--- config.mk ---
export PLATFORM = sky130hd
export DESIGN_NAME = issue_stage
export DESIGN_NICKNAME = d
export VERILOG_FILES = /design/src/hw/issue_config_pkg.sv /design/src/hw/issue_types_pkg.sv /design/src/hw/priority_select.sv /design/src/hw/operand_source.sv /design/src/hw/issue_port.sv /design/src/hw/issue_select.sv /design/src/hw/cdb_arbiter.sv /design/src/hw/issue_stage.sv
export SDC_FILE = /design/constraint.sdc
export NUM_CORES = 2
export LEC_CHECK = 0
export BUFFER_PORTS_ARGS = -buffer_cell sky130_fd_sc_hd__buf_2
export CAP_MARGIN = 20
export CORE_AREA = 2 2 377 379
export DETAILED_ROUTE_END_ITERATION = 16
export DIE_AREA = 0 0 379 381
export SLEW_MARGIN = 20
export SYNTH_ARGS = -nofsm -noshare
export SYNTH_HDL_FRONTEND = slang
export SYNTH_HIERARCHICAL = 1
export SYNTH_SLANG_ARGS = --single-unit
--- constraint.sdc ---
create_clock -name clock -period 14.7 [get_ports clock]
set_input_delay 0.735 -clock clock [delete_from_list [all_inputs] [get_ports clock]]
set_output_delay 0.735 -clock clock [all_outputs]
set_load 0.05 [all_outputs]
--- src/hw/issue_config_pkg.sv ---
package issue_config_pkg;

    // Register file and datapath sizes
    parameter int phys_reg_count = 32;
    parameter int data_width = 32;
    parameter int tag_width = $clog2(phys_reg_count);
    parameter int func_width = 3;

    // Defaults for the issue stage parameters
    parameter int default_rs_size = 8;
    parameter int default_num_alu = 2;
    parameter int default_num_mult = 2;
    parameter int default_cdb_width = 2;

endpackage

--- src/hw/issue_types_pkg.sv ---
package issue_types_pkg;

    typedef logic [issue_config_pkg::tag_width-1:0] phys_tag_t;
    typedef logic [issue_config_pkg::data_width-1:0] data_t;
    typedef logic [issue_config_pkg::func_width-1:0] func_t;

    // Execution unit class of a station entry
    typedef enum logic {
        fu_alu  = 1'b0,
        fu_mult = 1'b1
    } fu_class_t;

    // One reservation station entry as seen by issue
    typedef struct packed {
        logic      valid;
        phys_tag_t src1;
        logic      src1_ready;
        phys_tag_t src2;
        logic      src2_ready;
        phys_tag_t dest;
        fu_class_t fu_class;
        func_t     func;
    } rs_entry_t;

    // Packet handed to an ALU or multiply unit
    typedef struct packed {
        logic      valid;
        phys_tag_t dest;
        func_t     func;
        data_t     op1;
        data_t     op2;
    } exec_packet_t;

    // One slot of the common data bus
    typedef struct packed {
        logic      valid;
        phys_tag_t tag;
        data_t     result;
    } cdb_slot_t;

endpackage

--- src/hw/priority_select.sv ---
`timescale 1ns/1ps

module priority_select #(
    parameter int width = 1,
    parameter int reqs = 1
) (
    input  logic [width-1:0]            req,
    output logic [reqs-1:0][width-1:0]  gnt_bus,
    output logic [width-1:0]            gnt
);

    logic [width-1:0] remaining;

    always_comb begin
        remaining = req;
        gnt = '0;
        for (int k = 0; k < reqs; k++) begin
            // Isolate the lowest request still pending
            gnt_bus[k] = remaining & (~remaining + width'(1));
            remaining = remaining & ~gnt_bus[k];
            gnt = gnt | gnt_bus[k];
        end
    end

endmodule

--- src/hw/operand_source.sv ---
`timescale 1ns/1ps

module operand_source #(
    parameter int cdb_width = issue_config_pkg::default_cdb_width
) (
    input  issue_types_pkg::phys_tag_t                    tag,
    input  logic [issue_config_pkg::phys_reg_count-1:0]   complete_list,
    input  issue_types_pkg::data_t                        rf_data,
    input  issue_types_pkg::cdb_slot_t [cdb_width-1:0]    cdb,
    input  issue_types_pkg::cdb_slot_t [cdb_width-1:0]    cdb_next,
    output issue_types_pkg::data_t                        operand
);

    logic                   cdb_hit;
    issue_types_pkg::data_t cdb_value;
    logic                   next_hit;
    issue_types_pkg::data_t next_value;

    // Tag match on both buses, later slots overwrite so the highest index wins
    always_comb begin
        cdb_hit = 1'b0;
        cdb_value = '0;
        next_hit = 1'b0;
        next_value = '0;
        for (int j = 0; j < cdb_width; j++) begin
            if (cdb[j].valid && (cdb[j].tag == tag)) begin
                cdb_hit = 1'b1;
                cdb_value = cdb[j].result;
            end
            if (cdb_next[j].valid && (cdb_next[j].tag == tag)) begin
                next_hit = 1'b1;
                next_value = cdb_next[j].result;
            end
        end
    end

    // Register file first, then current bus, then next bus
    always_comb begin
        if (complete_list[tag]) begin
            operand = rf_data;
        end else if (cdb_hit) begin
            operand = cdb_value;
        end else if (next_hit) begin
            operand = next_value;
        end else begin
            operand = '0;
        end
    end

endmodule

--- src/hw/issue_port.sv ---
`timescale 1ns/1ps

module issue_port #(
    parameter int rs_size = issue_config_pkg::default_rs_size,
    parameter int cdb_width = issue_config_pkg::default_cdb_width
) (
    input  logic [rs_size-1:0]                            entry_gnt,
    input  issue_types_pkg::rs_entry_t [rs_size-1:0]      rs_entries,
    input  logic [issue_config_pkg::phys_reg_count-1:0]   complete_list,
    input  issue_types_pkg::data_t                        rf_data1,
    input  issue_types_pkg::data_t                        rf_data2,
    input  issue_types_pkg::cdb_slot_t [cdb_width-1:0]    cdb,
    input  issue_types_pkg::cdb_slot_t [cdb_width-1:0]    cdb_next,
    output issue_types_pkg::phys_tag_t                    rf_tag1,
    output issue_types_pkg::phys_tag_t                    rf_tag2,
    output issue_types_pkg::exec_packet_t                 packet
);

    localparam int index_width = (rs_size > 1) ? $clog2(rs_size) : 1;

    logic [index_width-1:0]     entry_index;
    logic                       granted;
    issue_types_pkg::rs_entry_t entry;
    issue_types_pkg::data_t     op1;
    issue_types_pkg::data_t     op2;

    // One-hot grant to entry index
    always_comb begin
        entry_index = '0;
        for (int i = 0; i < rs_size; i++) begin
            if (entry_gnt[i]) begin
                entry_index = index_width'(i);
            end
        end
    end

    assign granted = |entry_gnt;
    assign entry = rs_entries[entry_index];

    // Read tags go to the register file only for a granted entry
    assign rf_tag1 = granted ? entry.src1 : '0;
    assign rf_tag2 = granted ? entry.src2 : '0;

    operand_source #(
        .cdb_width(cdb_width)
    ) i_operand_source1 (
        .tag(rf_tag1),
        .complete_list(complete_list),
        .rf_data(rf_data1),
        .cdb(cdb),
        .cdb_next(cdb_next),
        .operand(op1)
    );

    operand_source #(
        .cdb_width(cdb_width)
    ) i_operand_source2 (
        .tag(rf_tag2),
        .complete_list(complete_list),
        .rf_data(rf_data2),
        .cdb(cdb),
        .cdb_next(cdb_next),
        .operand(op2)
    );

    always_comb begin
        packet = '0;
        if (granted) begin
            packet.valid = entry.valid;
            packet.dest = entry.dest;
            packet.func = entry.func;
            packet.op1 = op1;
            packet.op2 = op2;
        end
    end

endmodule

--- src/hw/issue_select.sv ---
`timescale 1ns/1ps

module issue_select #(
    parameter int rs_size = issue_config_pkg::default_rs_size,
    parameter int num_alu = issue_config_pkg::default_num_alu,
    parameter int num_mult = issue_config_pkg::default_num_mult
) (
    input  issue_types_pkg::rs_entry_t [rs_size-1:0]  rs_entries,
    input  logic [num_mult-1:0]                       mult_free,
    input  logic [num_alu-1:0][rs_size-1:0]           alu_port_gnt,
    output logic [rs_size-1:0]                        alu_ready,
    output logic [num_mult-1:0][rs_size-1:0]          mult_unit_gnt,
    output logic [rs_size-1:0]                        rs_issuing
);

    logic [rs_size-1:0]                 mult_ready;
    logic [num_mult-1:0][rs_size-1:0]   mult_entry_bus;
    logic [num_mult-1:0][num_mult-1:0]  free_unit_bus;

    // Both sources ready and the class matches
    always_comb begin
        for (int i = 0; i < rs_size; i++) begin
            alu_ready[i] = rs_entries[i].valid && rs_entries[i].src1_ready
                && rs_entries[i].src2_ready && (rs_entries[i].fu_class == issue_types_pkg::fu_alu);
            mult_ready[i] = rs_entries[i].valid && rs_entries[i].src1_ready
                && rs_entries[i].src2_ready && (rs_entries[i].fu_class == issue_types_pkg::fu_mult);
        end
    end

    priority_select #(
        .width(rs_size),
        .reqs(num_mult)
    ) i_mult_entry_select (
        .req(mult_ready),
        .gnt_bus(mult_entry_bus),
        .gnt()
    );

    priority_select #(
        .width(num_mult),
        .reqs(num_mult)
    ) i_free_unit_select (
        .req(mult_free),
        .gnt_bus(free_unit_bus),
        .gnt()
    );

    // n-th ready entry goes to the n-th free unit
    always_comb begin
        mult_unit_gnt = '0;
        for (int n = 0; n < num_mult; n++) begin
            for (int u = 0; u < num_mult; u++) begin
                if (free_unit_bus[n][u]) begin
                    mult_unit_gnt[u] = mult_entry_bus[n];
                end
            end
        end
    end

    always_comb begin
        rs_issuing = '0;
        for (int k = 0; k < num_alu; k++) begin
            rs_issuing = rs_issuing | alu_port_gnt[k];
        end
        for (int u = 0; u < num_mult; u++) begin
            rs_issuing = rs_issuing | mult_unit_gnt[u];
        end
    end

endmodule

--- src/hw/cdb_arbiter.sv ---
`timescale 1ns/1ps

module cdb_arbiter #(
    parameter int rs_size = issue_config_pkg::default_rs_size,
    parameter int num_alu = issue_config_pkg::default_num_alu,
    parameter int num_mult = issue_config_pkg::default_num_mult,
    parameter int cdb_width = issue_config_pkg::default_cdb_width
) (
    input  logic                            clock,
    input  logic                            reset,
    input  logic [rs_size-1:0]              alu_ready,
    input  logic [num_mult-1:0]             mult_cdb_req,
    output logic [num_alu-1:0][rs_size-1:0] alu_port_gnt,
    output logic [num_mult-1:0]             mult_cdb_gnt,
    output logic [num_alu+num_mult-1:0]     complete_gnt
);

    logic [rs_size-1:0]         alu_cdb_gnt;
    logic [num_alu-1:0]         alu_issue;

    // Multiplier requests sit in the low bits so they win the slots first
    priority_select #(
        .width(num_mult + rs_size),
        .reqs(cdb_width)
    ) i_slot_select (
        .req({alu_ready, mult_cdb_req}),
        .gnt_bus(),
        .gnt({alu_cdb_gnt, mult_cdb_gnt})
    );

    // Slot winners are spread over the ALU ports
    priority_select #(
        .width(rs_size),
        .reqs(num_alu)
    ) i_alu_port_select (
        .req(alu_cdb_gnt),
        .gnt_bus(alu_port_gnt),
        .gnt()
    );

    always_comb begin
        for (int k = 0; k < num_alu; k++) begin
            alu_issue[k] = |alu_port_gnt[k];
        end
    end

    // ALU ports in the low bits, multiply units above
    always_ff @(posedge clock) begin
        if (reset) begin
            complete_gnt <= '0;
        end else begin
            complete_gnt <= {mult_cdb_gnt, alu_issue};
        end
    end

endmodule

--- src/hw/issue_stage.sv ---
`timescale 1ns/1ps

module issue_stage #(
    parameter int rs_size = issue_config_pkg::default_rs_size,
    parameter int num_alu = issue_config_pkg::default_num_alu,
    parameter int num_mult = issue_config_pkg::default_num_mult,
    parameter int cdb_width = issue_config_pkg::default_cdb_width
) (
    input  logic                                          clock,
    input  logic                                          reset,

    // Reservation station and completion state
    input  issue_types_pkg::rs_entry_t [rs_size-1:0]      rs_entries,
    input  logic [issue_config_pkg::phys_reg_count-1:0]   complete_list,
    output logic [rs_size-1:0]                            rs_issuing,

    // Register file reads, answered in the same cycle
    input  issue_types_pkg::data_t [num_alu-1:0]          alu_rf_data1,
    input  issue_types_pkg::data_t [num_alu-1:0]          alu_rf_data2,
    input  issue_types_pkg::data_t [num_mult-1:0]         mult_rf_data1,
    input  issue_types_pkg::data_t [num_mult-1:0]         mult_rf_data2,
    output issue_types_pkg::phys_tag_t [num_alu-1:0]      alu_rf_tag1,
    output issue_types_pkg::phys_tag_t [num_alu-1:0]      alu_rf_tag2,
    output issue_types_pkg::phys_tag_t [num_mult-1:0]     mult_rf_tag1,
    output issue_types_pkg::phys_tag_t [num_mult-1:0]     mult_rf_tag2,

    // Forwarding buses
    input  issue_types_pkg::cdb_slot_t [cdb_width-1:0]    cdb,
    input  issue_types_pkg::cdb_slot_t [cdb_width-1:0]    cdb_next,

    // Execution units
    input  logic [num_mult-1:0]                           mult_free,
    input  logic [num_mult-1:0]                           mult_cdb_req,
    output logic [num_mult-1:0]                           mult_cdb_gnt,
    output issue_types_pkg::exec_packet_t [num_alu-1:0]   alu_packets,
    output issue_types_pkg::exec_packet_t [num_mult-1:0]  mult_packets,
    output logic [num_alu+num_mult-1:0]                   complete_gnt
);

    logic [rs_size-1:0]                 alu_ready;
    logic [num_alu-1:0][rs_size-1:0]    alu_port_gnt;
    logic [num_mult-1:0][rs_size-1:0]   mult_unit_gnt;

    issue_select #(
        .rs_size(rs_size),
        .num_alu(num_alu),
        .num_mult(num_mult)
    ) i_issue_select (
        .rs_entries(rs_entries),
        .mult_free(mult_free),
        .alu_port_gnt(alu_port_gnt),
        .alu_ready(alu_ready),
        .mult_unit_gnt(mult_unit_gnt),
        .rs_issuing(rs_issuing)
    );

    cdb_arbiter #(
        .rs_size(rs_size),
        .num_alu(num_alu),
        .num_mult(num_mult),
        .cdb_width(cdb_width)
    ) i_cdb_arbiter (
        .clock(clock),
        .reset(reset),
        .alu_ready(alu_ready),
        .mult_cdb_req(mult_cdb_req),
        .alu_port_gnt(alu_port_gnt),
        .mult_cdb_gnt(mult_cdb_gnt),
        .complete_gnt(complete_gnt)
    );

    for (genvar k = 0; k < num_alu; k++) begin : g_alu_port
        issue_port #(
            .rs_size(rs_size),
            .cdb_width(cdb_width)
        ) i_issue_port (
            .entry_gnt(alu_port_gnt[k]),
            .rs_entries(rs_entries),
            .complete_list(complete_list),
            .rf_data1(alu_rf_data1[k]),
            .rf_data2(alu_rf_data2[k]),
            .cdb(cdb),
            .cdb_next(cdb_next),
            .rf_tag1(alu_rf_tag1[k]),
            .rf_tag2(alu_rf_tag2[k]),
            .packet(alu_packets[k])
        );
    end

    for (genvar u = 0; u < num_mult; u++) begin : g_mult_port
        issue_port #(
            .rs_size(rs_size),
            .cdb_width(cdb_width)
        ) i_issue_port (
            .entry_gnt(mult_unit_gnt[u]),
            .rs_entries(rs_entries),
            .complete_list(complete_list),
            .rf_data1(mult_rf_data1[u]),
            .rf_data2(mult_rf_data2[u]),
            .cdb(cdb),
            .cdb_next(cdb_next),
            .rf_tag1(mult_rf_tag1[u]),
            .rf_tag2(mult_rf_tag2[u]),
            .packet(mult_packets[u])
        );
    end

endmodule

# After elaboration in Yosys (flattened, before gate mapping)
# Index checks and enable logic that the tools add are counted.
# word_totals
wordCells	313
register_bits	4
mem_bits_rw	0
output_inout_bits	346
n_memories	0
input_bits	622
latchBits	0
romBits	0
# op_classes
mul	0
n_addsub	8
shift	0
magnitude_cmp	12
eq_ne	32
muxes	156
n_bitwise	36
div	0
n_reduce_logical	68
# ops
operator	count
32-bit 2-to-1 mux	56
73-bit 2-to-1 mux	4
22-bit binary-select mux with 3-bit select	4
5-bit == test	32
22-bit 2-to-1 mux	4
1-bit logical AND	64
8-bit bitwise AND	6
5-bit by 6-bit < comparator with 1-bit output, second input constant	8
3-bit 2-to-1 mux	16
8-bit inverter	6
1-bit 2-to-1 mux	44
1-bit binary-select mux with 5-bit select	8
5-bit 2-to-1 mux	8
8-bit by 1-bit adder with 8-bit output, second input constant	4
8-bit 2-to-1 mux	4
8-bit OR reduction	4
10-bit bitwise AND	3
10-bit inverter	3
8-bit OR	3
10-bit by 1-bit adder with 10-bit output, second input constant	2
3-bit by 4-bit < comparator with 1-bit output, second input constant	4
2-bit 2-to-1 mux	8
10-bit OR	1
1-bit inverter	8
other kinds (3)	8

# Logic depth before layout (Yosys ltp)
# logic_depth
depth_word	38
ltp_mapped	30

# Hierarchy
# Netlist, hierarchy kept.
# by_module_without_submodules
module	area_per_inst_um2	instances	seq_area_each_um2	cells_per_inst
operand_source	1935.6	8	0.0	262
issue_port	1795.5	4	0.0	267
priority_select (i_cdb_arbiter.i_alu_port_select ...)	402.9	2	0.0	63
priority_select (i_cdb_arbiter.i_slot_select)	608.1	1	0.0	96
issue_select	390.4	1	0.0	67
cdb_arbiter	127.6	1	80.1	12
priority_select (i_issue_select.i_free_unit_select)	46.3	1	0.0	7

# Worst setup path before layout
# No wires, ideal clock.
# synth_timing
path_type	input -> output
startpoint	input port rs_entries[9] (netlist name)
endpoint	output port alu_packets[108] (netlist name)
path_buffers	7
arrival_ns	7.188
cell_stages	25
slack_ns	6.777
cell_sequence	nand3_1 nor2_1 buf_6 or2_2 clkbuf_1 a211oi_1 o211a_1 buf_2 o41ai_2 o311ai_1 a2111oi_1 nor2_1 nand2_1 buf_2 a211oi_1 o32ai_1 buf_6 mux4_1 mux2i_1 mux4_2 buf_6 buf_6 nor2_1 a21oi_1 and2_1
# synth_rtl
element	line	rtl
start, declared	issue_stage.sv:13	input issue_types_pkg::rs_entry_t [rs_size-1:0] rs_entries,
end, declared	issue_stage.sv:35	output issue_types_pkg::exec_packet_t [num_alu-1:0] alu_packets,

==> results.md <==
- Status: finished clean
- Gr usage total: 24.28%
- Pwr dens: 66.37 mW/mm²
- Vias in the first global route: 31.62k
- Wl on met1: 75.49 mm
- Final ANT Viol Nets: 0
- Die X-Extent: 379 µm
- Syn. warnings: 6
- Max FFs per register: 4
- Routed vias: 33.54k
- Die ar.: 0.1444 mm²
- HP Start: reset
- Inserted Clock Buffers: 3
- Die height: 381 µm
- Clock Power Share: 2.1%
- Seq pwr share: 0.6%
- Site Rows: 138
- Total gr overflow: 0
- CP arrival: 8.40 ns
- # resized after CTS: 0
- Sink Count: 4
- CP required: 13.97 ns
- Routed wl met3: 19.13 mm
- Initial Utilization: 17.24%
- First-pass GRT wire length: 251.3 mm
- Max Fanout on Critical Path: 39
- Largest net degree at the start of global routing: 65
- Num ports: 968
- Rel. slew slack: 25.53%
- Max_cap viols: 0
- DP Wirelength: 142.6 mm
- Initial DRT Pass Iterations: 6
- Slew Viols, Final: 0
- Final TNS setup: 0 ns
- Post-DP Area: 0.03031 mm²
- Fin nets: 4745
- Logic gate share of total power: 97.3%
- Worst-path clk slew: 0.03 ns
- Met2 WL: 80.99 mm
- Layout cells sized above 1: 30.33%
- DR iter-0 viols: 4898
- Fmax: 109.5 MHz
- Min cycle time layout: 9.134 ns
- Initial antenna violation count: 53
- Sw Share: 70.18%
- Design area: 0.03048 mm²
- Critical Path Source Type: input port
- Leakage: 12.74 nW
- Multi-input gate area: 0.02115 mm²
- Final setup vio count: 0
- Final Hold Vio Count: 0
- Routed wire length: 186.6 mm
- Internal power: 0.0006033 W
- Hold Path Class: in -> reg
- # Post-CTS Setup Buffers: 0
- CP Capture Type: primary output
- Clock Tree Buf Depth: 2
- Residual DRC: 0
- Highest routed layer: met5
- Mapped Avg Cell Area: 7.110 µm²
- DR vias/cell: 5.549
- Peak VDD IR: 47.37 µV
- Post-Syn Instances: 3409
- Sw power: 0.001420 W
- Mapped Nets: 4031
- RSZ-0062 raised after global routing: false
- Slew @ Worst Pin: 1.117 ns
- Core Area: 0.1406 mm²
- Register Area: 80.08 µm²
- # port buffers: 967
- Routability Congestion: 0.9985
- Most flops, register: i_cdb_arbiter/complete_gnt
- Post-synthesis cell area: 0.02424 mm²
- Crit path kind: in -> out
- # fillers: 16.00k
- Hold Path End: i_cdb_arbiter/complete_gnt[2]
- Biggest registers after layout: i_cdb_arbiter/complete_gnt x4
- Fin crit share: 62.14%
- CTS Hold Bufs: 0
- WL/cell: 30.87 µm
- Hold Crit Depth: 2
- CTS tree: yes
- Area Overhead vs Synth: 25.77%
- H-tree levels: 1
- CTS Root Cell: clkbuf_16
## per-stage QoR
| stage | total power, W | utilization (%) | setup WS, ns | hold slack [ns] | instances |
|---|---|---|---|---|---|
| 2_1_floorplan | 0.001354 | - | 6.899 | 0.8041 | 3409 |
| 6_report | 0.002023 | 21.69 | 5.566 | 0.7797 | 6045 |
| 3_3_place_gp | 0.001930 | 21.55 | 5.641 | 1.011 | 6006 |
| 5_1_grt | 0.002112 | 21.66 | 5.142 | 0.7728 | 6030 |
| 4_1_cts | 0.001987 | 21.62 | 5.557 | 0.7795 | 6010 |
| 3_5_place_dp | 0.001939 | 21.57 | 5.571 | 1.010 | 6007 |
## placed cells by master, fill, tap and decap left out, drive strengths merged, types with 4 or more instances in the layout
cell type,n
a211oi,231
nand2,292
and2b,5
a21boi,4
nand3,29
o21ai,22
nor2b,84
o221a,256
xor2,100
mux4,72
or2,6
xnor2,66
a21oi,266
diode,34
nor4,36
nor3,10
mux2i,288
buf,1076
nand4,8
inv,280
and3,172
a22o,13
a221oi,80
nand3b,4
a211o,8
o32ai,76
or4,10
nor2,316
and2,267
o21a,4
dfxtp,4
o211ai,8
## cell type report
| cell class | instances | area share, % |
|---|---|---|
| antenna | 34 | 0.2791 |
| clock buffer | 3 | 0.2463 |
| inverter | 280 | 3.448 |
| multi-input combinational | 2758 | 69.38 |
| sequential | 4 | 0.2627 |
| tap | 1890 | 7.758 |
| timing repair buffer | 1076 | 18.63 |
## power by group through the flow
stage | combinational, W | sequential (W) | clock (W)
CTS | 0.00193 | 0.0000119 | 0.0000426
global placement | 0.00192 | 0.0000119 | 0
finish | 0.00197 | 0.0000119 | 0.0000421
global route | 0.00206 | 0.0000119 | 0.0000433
detailed placement | 0.00193 | 0.0000120 | 0
floorplan | 0.00134 | 0.0000145 | 0
## metal layers
layer	GRT usage, %	vias up
li1	-	14070
met1	31.24	16148
met2	37.88	2707
met3	5.503	606
met4	11.92	10
met5	0	-
## worst max path at each step
| stage | startpoint | to | slack [ns] | depth (start not counted) |
|---|---|---|---|---|
| 2_1_floorplan | rs_entries[9] | alu_packets[108] | 6.90 | 25 |
| 3_3_place_gp | rs_entries[21] | alu_packets[115] | 5.64 | 27 |
| 3_5_place_dp | rs_entries[21] | alu_packets[108] | 5.57 | 27 |
| 4_1_cts | rs_entries[21] | alu_packets[108] | 5.56 | 27 |
| 5_1_grt | rs_entries[21] | alu_packets[108] | 5.14 | 27 |
| 6_report | rs_entries[21] | alu_packets[133] | 5.57 | 26 |
## critical path, stage by stage
cell and delay [ns]:
buf_2 0.17, nand3_1 0.11, nor2_1 0.55, maj3_1 0.29
o21ai_2 0.08, nor3b_1 0.14, o31a_1 0.38, a211oi_1 0.27
o311ai_1 0.17, a2111oi_1 0.41, buf_4 0.21, a21oi_2 0.04
buf_4 0.27, nand2_1 0.12, buf_4 0.42, a211oi_1 0.16
o32ai_2 0.86, xor2_1 0.17, nor4_2 0.61, and3_2 0.28
buf_4 0.40, mux2i_1 0.72, o221a_1 0.30, a21oi_1 0.07
and2_1 0.18, buf_2 0.21
Power figures use the tool's default switching activity.
